[config.mk]
export PLATFORM = sky130hd
export DESIGN_NAME = audio_top
export DESIGN_NICKNAME = d
export VERILOG_FILES = /design/src/audio_pkg.sv /design/src/io_read_arbiter.sv /design/src/tone_psg.sv /design/src/pan_mixer.sv /design/src/sigma_delta_dac.sv /design/src/audio_top.sv
export SDC_FILE = /design/constraint.sdc
export NUM_CORES = 1
export LEC_CHECK = 0
export BUFFER_PORTS_ARGS = -buffer_cell sky130_fd_sc_hd__buf_4
export CAP_MARGIN = 20
export CORE_MARGIN = 3
export CORE_UTILIZATION = 60
export CTS_CLUSTER_DIAMETER = 80
export CTS_CLUSTER_SIZE = 12
export DETAILED_ROUTE_END_ITERATION = 7
export PLACE_DENSITY = 0.73
export SETUP_SLACK_MARGIN = 0.05
export SLEW_MARGIN = 0
export SYNTH_ARGS = -nofsm -noshare
export SYNTH_HDL_FRONTEND = slang
export SYNTH_SLANG_ARGS = --single-unit
[constraint.sdc]
create_clock -name clk -period 8.16 [get_ports clk]
set_input_delay 0.408 -clock clk [delete_from_list [all_inputs] [get_ports clk]]
set_output_delay 0.408 -clock clk [all_outputs]
set_load 0.01 [all_outputs]
[src/audio_pkg.sv]
package audio_pkg;

  // cpu i/o port map, 8-bit port addresses
  // pan register, read and write
  localparam logic [7:0] port_mixer    = 8'hF7;
  // drum sample latch, write only
  localparam logic [7:0] port_drum     = 8'hDF;
  // psg register select, read returns the selected register
  localparam logic [7:0] port_psg_sel  = 8'hFD;
  // psg data write
  localparam logic [7:0] port_psg_data = 8'hBF;

  // pattern seen on the data bus when nobody answers
  localparam logic [7:0] bus_idle_data = 8'hFF;

  // every channel on both speakers after reset
  localparam logic [7:0] mixer_reset_value = 8'hFF;

  // mix sums and dac levels
  localparam int mix_width = 11;
  localparam int dac_width = 9;

  // clock cycles per psg tone counter tick
  localparam int psg_prescale = 16;

  // beeper level, indexed by {ear, spk, mic}
  localparam logic [7:0] beeper_levels [8] = '{
    8'd0, 8'd36, 8'd184, 8'd192, 8'd64, 8'd100, 8'd248, 8'd255
  };

  // roughly logarithmic psg volume curve, volume 0 is silent
  localparam logic [7:0] psg_volume_levels [16] = '{
    8'd0,   8'd2,   8'd3,   8'd4,   8'd6,   8'd8,   8'd11,  8'd16,
    8'd23,  8'd32,  8'd45,  8'd64,  8'd90,  8'd128, 8'd180, 8'd255
  };

  // pan register, seen as a raw byte by the bus
  // or as four pan fields by the mixer
  // in each field bit 1 is left and bit 0 is right
  typedef union packed {
    logic [7:0] raw;
    struct packed {
      logic [1:0] a;
      logic [1:0] b;
      logic [1:0] c;
      // beeper and drum group
      logic [1:0] d;
    } pan;
  } mixer_reg_u;

endpackage

[src/io_read_arbiter.sv]
`timescale 1ns/1ps

module io_read_arbiter import audio_pkg::*; (
  input  logic       mixer_oe,
  input  logic [7:0] mixer_dout,
  input  logic       psg_oe,
  input  logic [7:0] psg_dout,
  output logic [7:0] dout,
  output logic       oe
);

  // fixed priority, mixer first, then psg
  // each peer only knows its own ports, so the order lives here
  always_comb begin
    if (mixer_oe) begin
      dout = mixer_dout;
    end else if (psg_oe) begin
      dout = psg_dout;
    end else begin
      // nobody answers, bus floats high
      dout = bus_idle_data;
    end
  end

  // cpu sees a driven bus whenever any peer answers
  assign oe = mixer_oe | psg_oe;

endmodule

[src/tone_psg.sv]
`timescale 1ns/1ps

module tone_psg import audio_pkg::*; (
  input  logic       clk,
  input  logic       mrst_n,
  input  logic [7:0] a,
  input  logic [7:0] din,
  input  logic       iorq_n,
  input  logic       rd_n,
  input  logic       wr_n,
  output logic [7:0] dout,
  output logic       oe,
  output logic [7:0] cha,
  output logic [7:0] chb,
  output logic [7:0] chc
);

  // register select latch, only the low nibble is kept
  logic [3:0]  reg_sel;
  // registers 0..5, tone periods as fine and coarse pairs
  logic [7:0]  period_fine [3];
  logic [3:0]  period_coarse [3];
  // register 7, tone disable per channel, bit 0 is A
  logic [2:0]  tone_dis;
  // registers 8..10
  logic [3:0]  volume [3];

  logic [11:0] period_eff [3];
  logic [11:0] tone_cnt [3];
  logic [2:0]  square;
  logic [7:0]  ch_level [3];
  logic [$clog2(psg_prescale)-1:0] prescale_cnt;
  logic        tick;
  logic        sel_wr;
  logic        data_wr;

  // bus decode
  assign sel_wr  = !iorq_n && !wr_n && (a == port_psg_sel);
  assign data_wr = !iorq_n && !wr_n && (a == port_psg_data);
  assign oe      = !iorq_n && !rd_n && (a == port_psg_sel);

  always_ff @(posedge clk) begin
    if (!mrst_n) begin
      reg_sel  <= '0;
      tone_dis <= '0;
      for (int i = 0; i < 3; i++) begin
        period_fine[i]   <= '0;
        period_coarse[i] <= '0;
        volume[i]        <= '0;
      end
    end else begin
      if (sel_wr) begin
        reg_sel <= din[3:0];
      end
      if (data_wr) begin
        // pairs 0/1, 2/3, 4/5 map to channel reg_sel[2:1]
        case (reg_sel)
          4'd0, 4'd2, 4'd4: period_fine[reg_sel[2:1]] <= din;
          4'd1, 4'd3, 4'd5: period_coarse[reg_sel[2:1]] <= din[3:0];
          4'd7: tone_dis <= din[2:0];
          // 8, 9, 10 land on channels 0, 1, 2
          4'd8, 4'd9, 4'd10: volume[reg_sel[1:0]] <= din[3:0];
          // noise and envelope registers are not implemented
          default: ;
        endcase
      end
    end
  end

  // readback of the selected register, unused bits read as zero
  always_comb begin
    case (reg_sel)
      4'd0, 4'd2, 4'd4: dout = period_fine[reg_sel[2:1]];
      4'd1, 4'd3, 4'd5: dout = {4'h0, period_coarse[reg_sel[2:1]]};
      4'd7: dout = {5'b0_0000, tone_dis};
      4'd8, 4'd9, 4'd10: dout = {4'h0, volume[reg_sel[1:0]]};
      default: dout = 8'h00;
    endcase
  end

  // 12-bit periods, a period of 0 behaves like 1
  always_comb begin
    for (int i = 0; i < 3; i++) begin
      period_eff[i] = {period_coarse[i], period_fine[i]};
      if (period_eff[i] == 12'd0) begin
        period_eff[i] = 12'd1;
      end
    end
  end

  // one tick every psg_prescale clocks
  assign tick = (prescale_cnt == $bits(prescale_cnt)'(psg_prescale - 1));

  always_ff @(posedge clk) begin
    if (!mrst_n) begin
      prescale_cnt <= '0;
      square       <= '0;
      for (int i = 0; i < 3; i++) begin
        tone_cnt[i] <= '0;
        ch_level[i] <= '0;
      end
    end else begin
      prescale_cnt <= tick ? '0 : prescale_cnt + 1'b1;
      for (int i = 0; i < 3; i++) begin
        if (tick) begin
          // count up to the period, then flip the square bit
          // >= so a shortened period wraps at once
          if (tone_cnt[i] >= period_eff[i]) begin
            tone_cnt[i] <= '0;
            square[i]   <= !square[i];
          end else begin
            tone_cnt[i] <= tone_cnt[i] + 12'd1;
          end
        end
        // disabled tone holds the channel at its volume level
        if (square[i] || tone_dis[i]) begin
          ch_level[i] <= psg_volume_levels[volume[i]];
        end else begin
          ch_level[i] <= 8'd0;
        end
      end
    end
  end

  assign cha = ch_level[0];
  assign chb = ch_level[1];
  assign chc = ch_level[2];

endmodule

[src/pan_mixer.sv]
`timescale 1ns/1ps

module pan_mixer import audio_pkg::*; (
  input  logic                 clk,
  input  logic                 mrst_n,
  input  logic [7:0]           a,
  input  logic [7:0]           din,
  input  logic                 iorq_n,
  input  logic                 rd_n,
  input  logic                 wr_n,
  output logic [7:0]           dout,
  output logic                 oe,
  input  logic                 ear,
  input  logic                 spk,
  input  logic                 mic,
  input  logic [7:0]           cha,
  input  logic [7:0]           chb,
  input  logic [7:0]           chc,
  output logic [dac_width-1:0] left_level,
  output logic [dac_width-1:0] right_level
);

  mixer_reg_u           pan_reg;
  logic [7:0]           drum;
  logic                 pan_wr;
  logic                 drum_wr;

  // widened sources of stage 1
  logic [mix_width-1:0] cha_w;
  logic [mix_width-1:0] chb_w;
  logic [mix_width-1:0] chc_w;
  logic [mix_width-1:0] beep_w;
  logic [mix_width-1:0] drum_w;

  // per side sums of stage 2
  logic [mix_width-1:0] sum_left;
  logic [mix_width-1:0] sum_right;

  // bus decode
  assign pan_wr  = !iorq_n && !wr_n && (a == port_mixer);
  assign drum_wr = !iorq_n && !wr_n && (a == port_drum);

  // only the pan register is readable
  assign dout = pan_reg.raw;
  assign oe   = !iorq_n && !rd_n && (a == port_mixer);

  always_ff @(posedge clk) begin
    if (!mrst_n) begin
      pan_reg.raw <= mixer_reset_value;
      drum        <= 8'h00;
    end else begin
      if (pan_wr) begin
        pan_reg.raw <= din;
      end
      if (drum_wr) begin
        drum <= din;
      end
    end
  end

  // stage 1
  always_ff @(posedge clk) begin
    if (!mrst_n) begin
      beep_w <= '0;
      cha_w  <= '0;
      chb_w  <= '0;
      chc_w  <= '0;
      drum_w <= '0;
    end else begin
      // beeper lookup from the three one-bit sources
      beep_w <= {{(mix_width-8){1'b0}}, beeper_levels[{ear, spk, mic}]};
      // tone channels zero-extended
      cha_w  <= {{(mix_width-8){1'b0}}, cha};
      chb_w  <= {{(mix_width-8){1'b0}}, chb};
      chc_w  <= {{(mix_width-8){1'b0}}, chc};
      // drum byte scaled by two with its top bit in the lsb
      drum_w <= {{(mix_width-9){1'b0}}, drum, drum[7]};
    end
  end

  // stage 2
  // bit 1 of each pan field gates the left sum, bit 0 the right
  always_ff @(posedge clk) begin
    if (!mrst_n) begin
      sum_left  <= '0;
      sum_right <= '0;
    end else begin
      sum_left  <= (pan_reg.pan.a[1] ? cha_w : '0) +
                   (pan_reg.pan.b[1] ? chb_w : '0) +
                   (pan_reg.pan.c[1] ? chc_w : '0) +
                   (pan_reg.pan.d[1] ? beep_w + drum_w : '0);
      sum_right <= (pan_reg.pan.a[0] ? cha_w : '0) +
                   (pan_reg.pan.b[0] ? chb_w : '0) +
                   (pan_reg.pan.c[0] ? chc_w : '0) +
                   (pan_reg.pan.d[0] ? beep_w + drum_w : '0);
    end
  end

  // stage 3 keeps the upper bits
  // full scale of all sources stays below 2048
  always_ff @(posedge clk) begin
    if (!mrst_n) begin
      left_level  <= '0;
      right_level <= '0;
    end else begin
      left_level  <= sum_left[mix_width-1 -: dac_width];
      right_level <= sum_right[mix_width-1 -: dac_width];
    end
  end

endmodule

[src/sigma_delta_dac.sv]
`timescale 1ns/1ps

module sigma_delta_dac import audio_pkg::*; (
  input  logic                 clk,
  input  logic                 mrst_n,
  input  logic [dac_width-1:0] level,
  output logic                 out_bit
);

  // integrator, two bits wider than the level
  logic [dac_width+1:0] sigma;
  // feedback, top bit copied into the two upper positions
  logic [dac_width+1:0] delta;

  assign delta = {sigma[dac_width+1], sigma[dac_width+1], {dac_width{1'b0}}};

  always_ff @(posedge clk) begin
    if (!mrst_n) begin
      // start at mid scale
      sigma   <= {2'b01, {dac_width{1'b0}}};
      out_bit <= 1'b0;
    end else begin
      sigma   <= sigma + delta + {2'b00, level};
      // registered output keeps the pin glitch free
      out_bit <= sigma[dac_width+1];
    end
  end

endmodule

[src/audio_top.sv]
`timescale 1ns/1ps

module audio_top import audio_pkg::*; (
  input  logic       clk,
  input  logic       mrst_n,
  input  logic [7:0] a,
  input  logic [7:0] din,
  input  logic       iorq_n,
  input  logic       rd_n,
  input  logic       wr_n,
  input  logic       ear,
  input  logic       spk,
  input  logic       mic,
  output logic [7:0] dout,
  output logic       oe,
  output logic       output_left,
  output logic       output_right
);

  logic [7:0]           psg_dout;
  logic                 psg_oe;
  logic [7:0]           mixer_dout;
  logic                 mixer_oe;
  logic [7:0]           cha;
  logic [7:0]           chb;
  logic [7:0]           chc;
  logic [dac_width-1:0] left_level;
  logic [dac_width-1:0] right_level;

  // three-channel tone source
  tone_psg psg0 (
    .clk    (clk),
    .mrst_n (mrst_n),
    .a      (a),
    .din    (din),
    .iorq_n (iorq_n),
    .rd_n   (rd_n),
    .wr_n   (wr_n),
    .dout   (psg_dout),
    .oe     (psg_oe),
    .cha    (cha),
    .chb    (chb),
    .chc    (chc)
  );

  // pan register, drum latch and the mix pipeline
  pan_mixer mix0 (
    .clk         (clk),
    .mrst_n      (mrst_n),
    .a           (a),
    .din         (din),
    .iorq_n      (iorq_n),
    .rd_n        (rd_n),
    .wr_n        (wr_n),
    .dout        (mixer_dout),
    .oe          (mixer_oe),
    .ear         (ear),
    .spk         (spk),
    .mic         (mic),
    .cha         (cha),
    .chb         (chb),
    .chc         (chc),
    .left_level  (left_level),
    .right_level (right_level)
  );

  // one read data bus for both peers
  io_read_arbiter arb0 (
    .mixer_oe   (mixer_oe),
    .mixer_dout (mixer_dout),
    .psg_oe     (psg_oe),
    .psg_dout   (psg_dout),
    .dout       (dout),
    .oe         (oe)
  );

  sigma_delta_dac dac_left (
    .clk     (clk),
    .mrst_n  (mrst_n),
    .level   (left_level),
    .out_bit (output_left)
  );

  sigma_delta_dac dac_right (
    .clk     (clk),
    .mrst_n  (mrst_n),
    .level   (right_level),
    .out_bit (output_right)
  );

endmodule

==> results.py <==
metrics = {
    "worst_hold_path": {
        "min_path_cells": 1,
        "min_to": "psg0.period_fine[3][6]",
        "hold_path.class": "in -> reg",
        "worstHoldStart": "din[6]",
    },
    "synth": {
        "synth_edf_count": 116,
        "ys_warn_count": 0,
        "synth.largest_area_cell": "edfxtp_1",
        "ys_seq_area_share_pct": 43.67,
        "synth_area_um2": 14350,
        "synth.top_cell.area_share_pct": 24.28,
        "async_reset_ff_share_pct": 0,
        "synth_top_cells_by_area": "edfxtp_1 (24%), dfxtp_1 (19%), ha_1 (8.9%), and2_1 (6.4%), fa_1 (4.9%)",
        "ys_ff_latch": 255,
        "avgSynthCellArea_um2": 10.08,
        "ys.flop_type": "dfxtp_1",
        "ys_types": 71,
        "synthCells": 1424,
    },
    "detailed_routing": {
        "drtIter0Drc": 870,
        "num_vias": 10070,
        "postRouteAntennaNets": 0,
        "drt-total-wl_mm": 30.25,
        "drc_errors": 0,
        "first_pass_iters": 5,
        "routedWlPerCell_um": 16.83,
        "via_per_inst": 5.603,
    },
    "placement": {
        "io_buffers": 34,
        "gp_congestion": 0.8900,
        "dp.final_hpwl_mm": 22.53,
    },
    "cts": {
        "root_buffer": "clkbuf_16",
        "clkTransAtPathRegs_ps": 70,
        "htree_levels": 1,
        "cts_made_buffers": 25,
        "clock-sinks": 255,
        "cts.path.max_buffers": 3,
        "postCtsSetupRepairBufs": 0,
        "cts_resized": 0,
        "clkLatencyLatePin_ps": 530,
        "cts_tree": "built",
        "hold_buffers": 0,
    },
    "global_route": {
        "grt_remaining_overflow": 0,
        "grt_max_degree": 65,
        "grt_pass1_wl_mm": 50.42,
        "antenna_found_initial": 0,
        "grt_pass1_vias": 9879,
        "gr-usage-all-layers_pct": 23.82,
    },
    "setup_path": {
        "crit_chain": "ha_1 > inv_1 > fa_1 > nor2b_1 > o21ai_0 > nand2_1 > xor2_1 > and2_1 > fa_1 > inv_1 > fa_1 > inv_1 > ha_1 > nand3_1 > o211ai_1 > nor3_1 > o31ai_1 > mux2i_1",
        "rrSetupSlack_ps": 3750,
        "crit_path_end_kind": "flop",
        "critPathLaunchType": "flop",
        "slowest_stage": "dfxtp_1",
        "r2r-start": "mix0.drum_w[0]",
        "r2r-end": "mix0.sum_right[8]",
        "critPathMaxFanout": 11,
        "worstSetupPathType": "reg -> reg",
        "crit_arrival_ps": 4860,
        "reg2reg_depth": 18,
        "max_stage_delay_ps": 530,
        "required_ps": 8610,
    },
    "final_layout": {
        "drive_above_1_share_pct": 6.873,
        "fill_cells": 1828,
        "nets": 1630,
        "diodes": 0,
        "multi_input_area_um2": 7498,
        "seqCellArea_um2": 6266,
        "area_delta_synth_final_pct": 8.852,
    },
    "power": {
        "power_switching_share_pct": 24.09,
        "pwr-share-seq_pct": 52.3,
        "p_int_mw": 2.068,
        "p_clk_share_pct": 38.1,
        "p_total_mw": 2.724,
        "comb_power_share_pct": 9.6,
        "p_leak_nw": 6.486,
        "p_per_area_nw_per_um2": 174.4,
        "vdd_ir_drop_max_mv": 0.1896,
        "switchingPower_mw": 0.6563,
    },
    "sta": {
        "final-setup-viol-count": 0,
        "min_period_ps": 4409,
        "max_freq_mhz": 226.8,
        "hold_viol": 0,
        "slew_violations": 0,
        "worst_pin_slew_ps": 974.6,
        "min_period_over_period_pct": 54.03,
        "final.setup.tns_ps": 0,
        "rsz0062_at_grt": "no",
        "skew_ps": 15.35,
        "maxSlewHeadroom_pct": 34.94,
    },
    "floorplan": {
        "die_y_um": 160.6,
        "fp.dieW_um": 160.6,
        "io_pins": 35,
        "core_um2": 23050,
        "die_area_um2": 25800,
        "start_util_pct": 62.24,
        "num_rows": 55,
    },
    "outcome": {
        "status": "finished, final reports clean",
    },
    "flow_run": {
        "drv_cap": 0,
    },
}
synth_stat cells (33+ instances only):
cell / number
a21oi_1: 55
and2_1: 147
clkbuf_1: 35
dfxtp_1: 139
edfxtp_1: 116
fa_1: 35
ha_1: 102
inv_1: 123
mux2i_1: 37
nand2_1: 107
nand3_1: 33
nor2_1: 129
o21ai_0: 52
power groups by stage:
stage | Sequential, mW | Combinational, mW | Clock (mW)
finish | 1.43 | 0.261 | 1.04
global route | 1.43 | 0.302 | 1.11
CTS | 1.43 | 0.262 | 1.06
detailed placement | 1.45 | 0.261 | 0
global placement | 1.45 | 0.251 | 0
floorplan | 1.44 | 0.201 | 0
layout make-up:
type / instances / share of cell area (%)
Clock buffer: 40 / 4.366
Clock inverter: 2 / 0.1282
Inverter: 123 / 2.956
Multi-Input combinational cell: 1024 / 48.01
Sequential cell: 255 / 40.12
Tap cell: 313 / 2.508
Timing Repair Buffer: 40 / 1.907
placed cells by master, fill, tap and decap left out, drive strengths merged, types with 11 or more instances in the layout:
cell type,n
and2,148
dfxtp,139
nor2,129
inv,125
edfxtp,116
nand2,107
ha,102
a21oi,55
o21ai,52
buf,40
clkbuf,40
mux2i,37
fa,35
nand3,34
xor2,32
conb,32
nand2b,28
nor3,26
a211oi,20
mux4,16
xnor2,13
a21o,13
nor4,13
nand4,11
registers in the layout (all words and copies together) (netlist names), 9 cells and up, named ones only:
name	count
mix0.sum_left	9
psg0.period_coarse	16
dac_left.sigma	11
mix0.sum_right	9
psg0.ch_level	24
dac_right.sigma	11
mix0.right_level	9
psg0.volume	16
psg0.tone_cnt	36
mix0.left_level	9
psg0.period_fine	32
worst max-delay path: cells and delay by family (launching register included):
family                     cells  cell delay (ps)
and+or+nand+nor                5              650
AOI/OAI and AO/OA              3              650
adders and majority gates      5             2080
xor gates and xnor gates       1               80
DFF                            1              530
muxes                          1              200
buffers and inverters          3              150
stage by stage:
stage | instance area, um^2 | utilization [%] | hold slack [ps] | setup WS [ps] | instances
5_1_grt | 15620 | 67.74 | 109.6 | 3369 | 1797
4_1_cts | 15620 | 67.74 | 102.0 | 3774 | 1797
6_report | 15620 | 67.74 | 125.8 | 3751 | 1797
2_1_floorplan | 14460 | - | 405.7 | 4321 | 1454
3_3_place_gp | 14910 | 64.68 | 411.0 | 3927 | 1754
3_5_place_dp | 14920 | 64.70 | 412.1 | 3806 | 1755
cell families (layout without fill, tap and decap cells):
family	count (synthesis)	count (layout)	synth area share [%]
AND/OR/NAND/NOR	559	559	21.04
flip-flops	255	255	43.67
AO/OA/AOI/OAI	197	197	8.686
buffers and inverters	175	205	4.849
adder cells (fa/ha/maj)	137	137	13.78
multiplexers	54	54	5.171
XOR/XNOR	45	45	2.747
other	2	32	0.05234
layer usage:
layer | up-vias | part of all wire [%] | global-route usage (%)
met3 | 56 | 6.1 | 3.095
met2 | 300 | 45 | 38.38
met1 | 4746 | 47 | 34.33
met5 | - | 0 | 0
li1 | 4966 | - | -
met4 | 0 | 2.3 | 6.114
worst max path at each step:
stage / depth (start not counted) / from / slack (ps) / end
4_1_cts: 18 / mix0.drum_w[0] / 3770 / mix0.sum_right[8]
5_1_grt: 18 / mix0.drum_w[0] / 3370 / mix0.sum_left[9]
3_5_place_dp: 18 / mix0.drum_w[0] / 3810 / mix0.sum_right[8]
3_3_place_gp: 18 / mix0.drum_w[0] / 3930 / mix0.sum_left[9]
6_report: 18 / mix0.drum_w[0] / 3750 / mix0.sum_right[8]
2_1_floorplan: 18 / mix0.beep_w[1] / 4320 / mix0.sum_left[9]
Power figures use the tool's default switching activity.
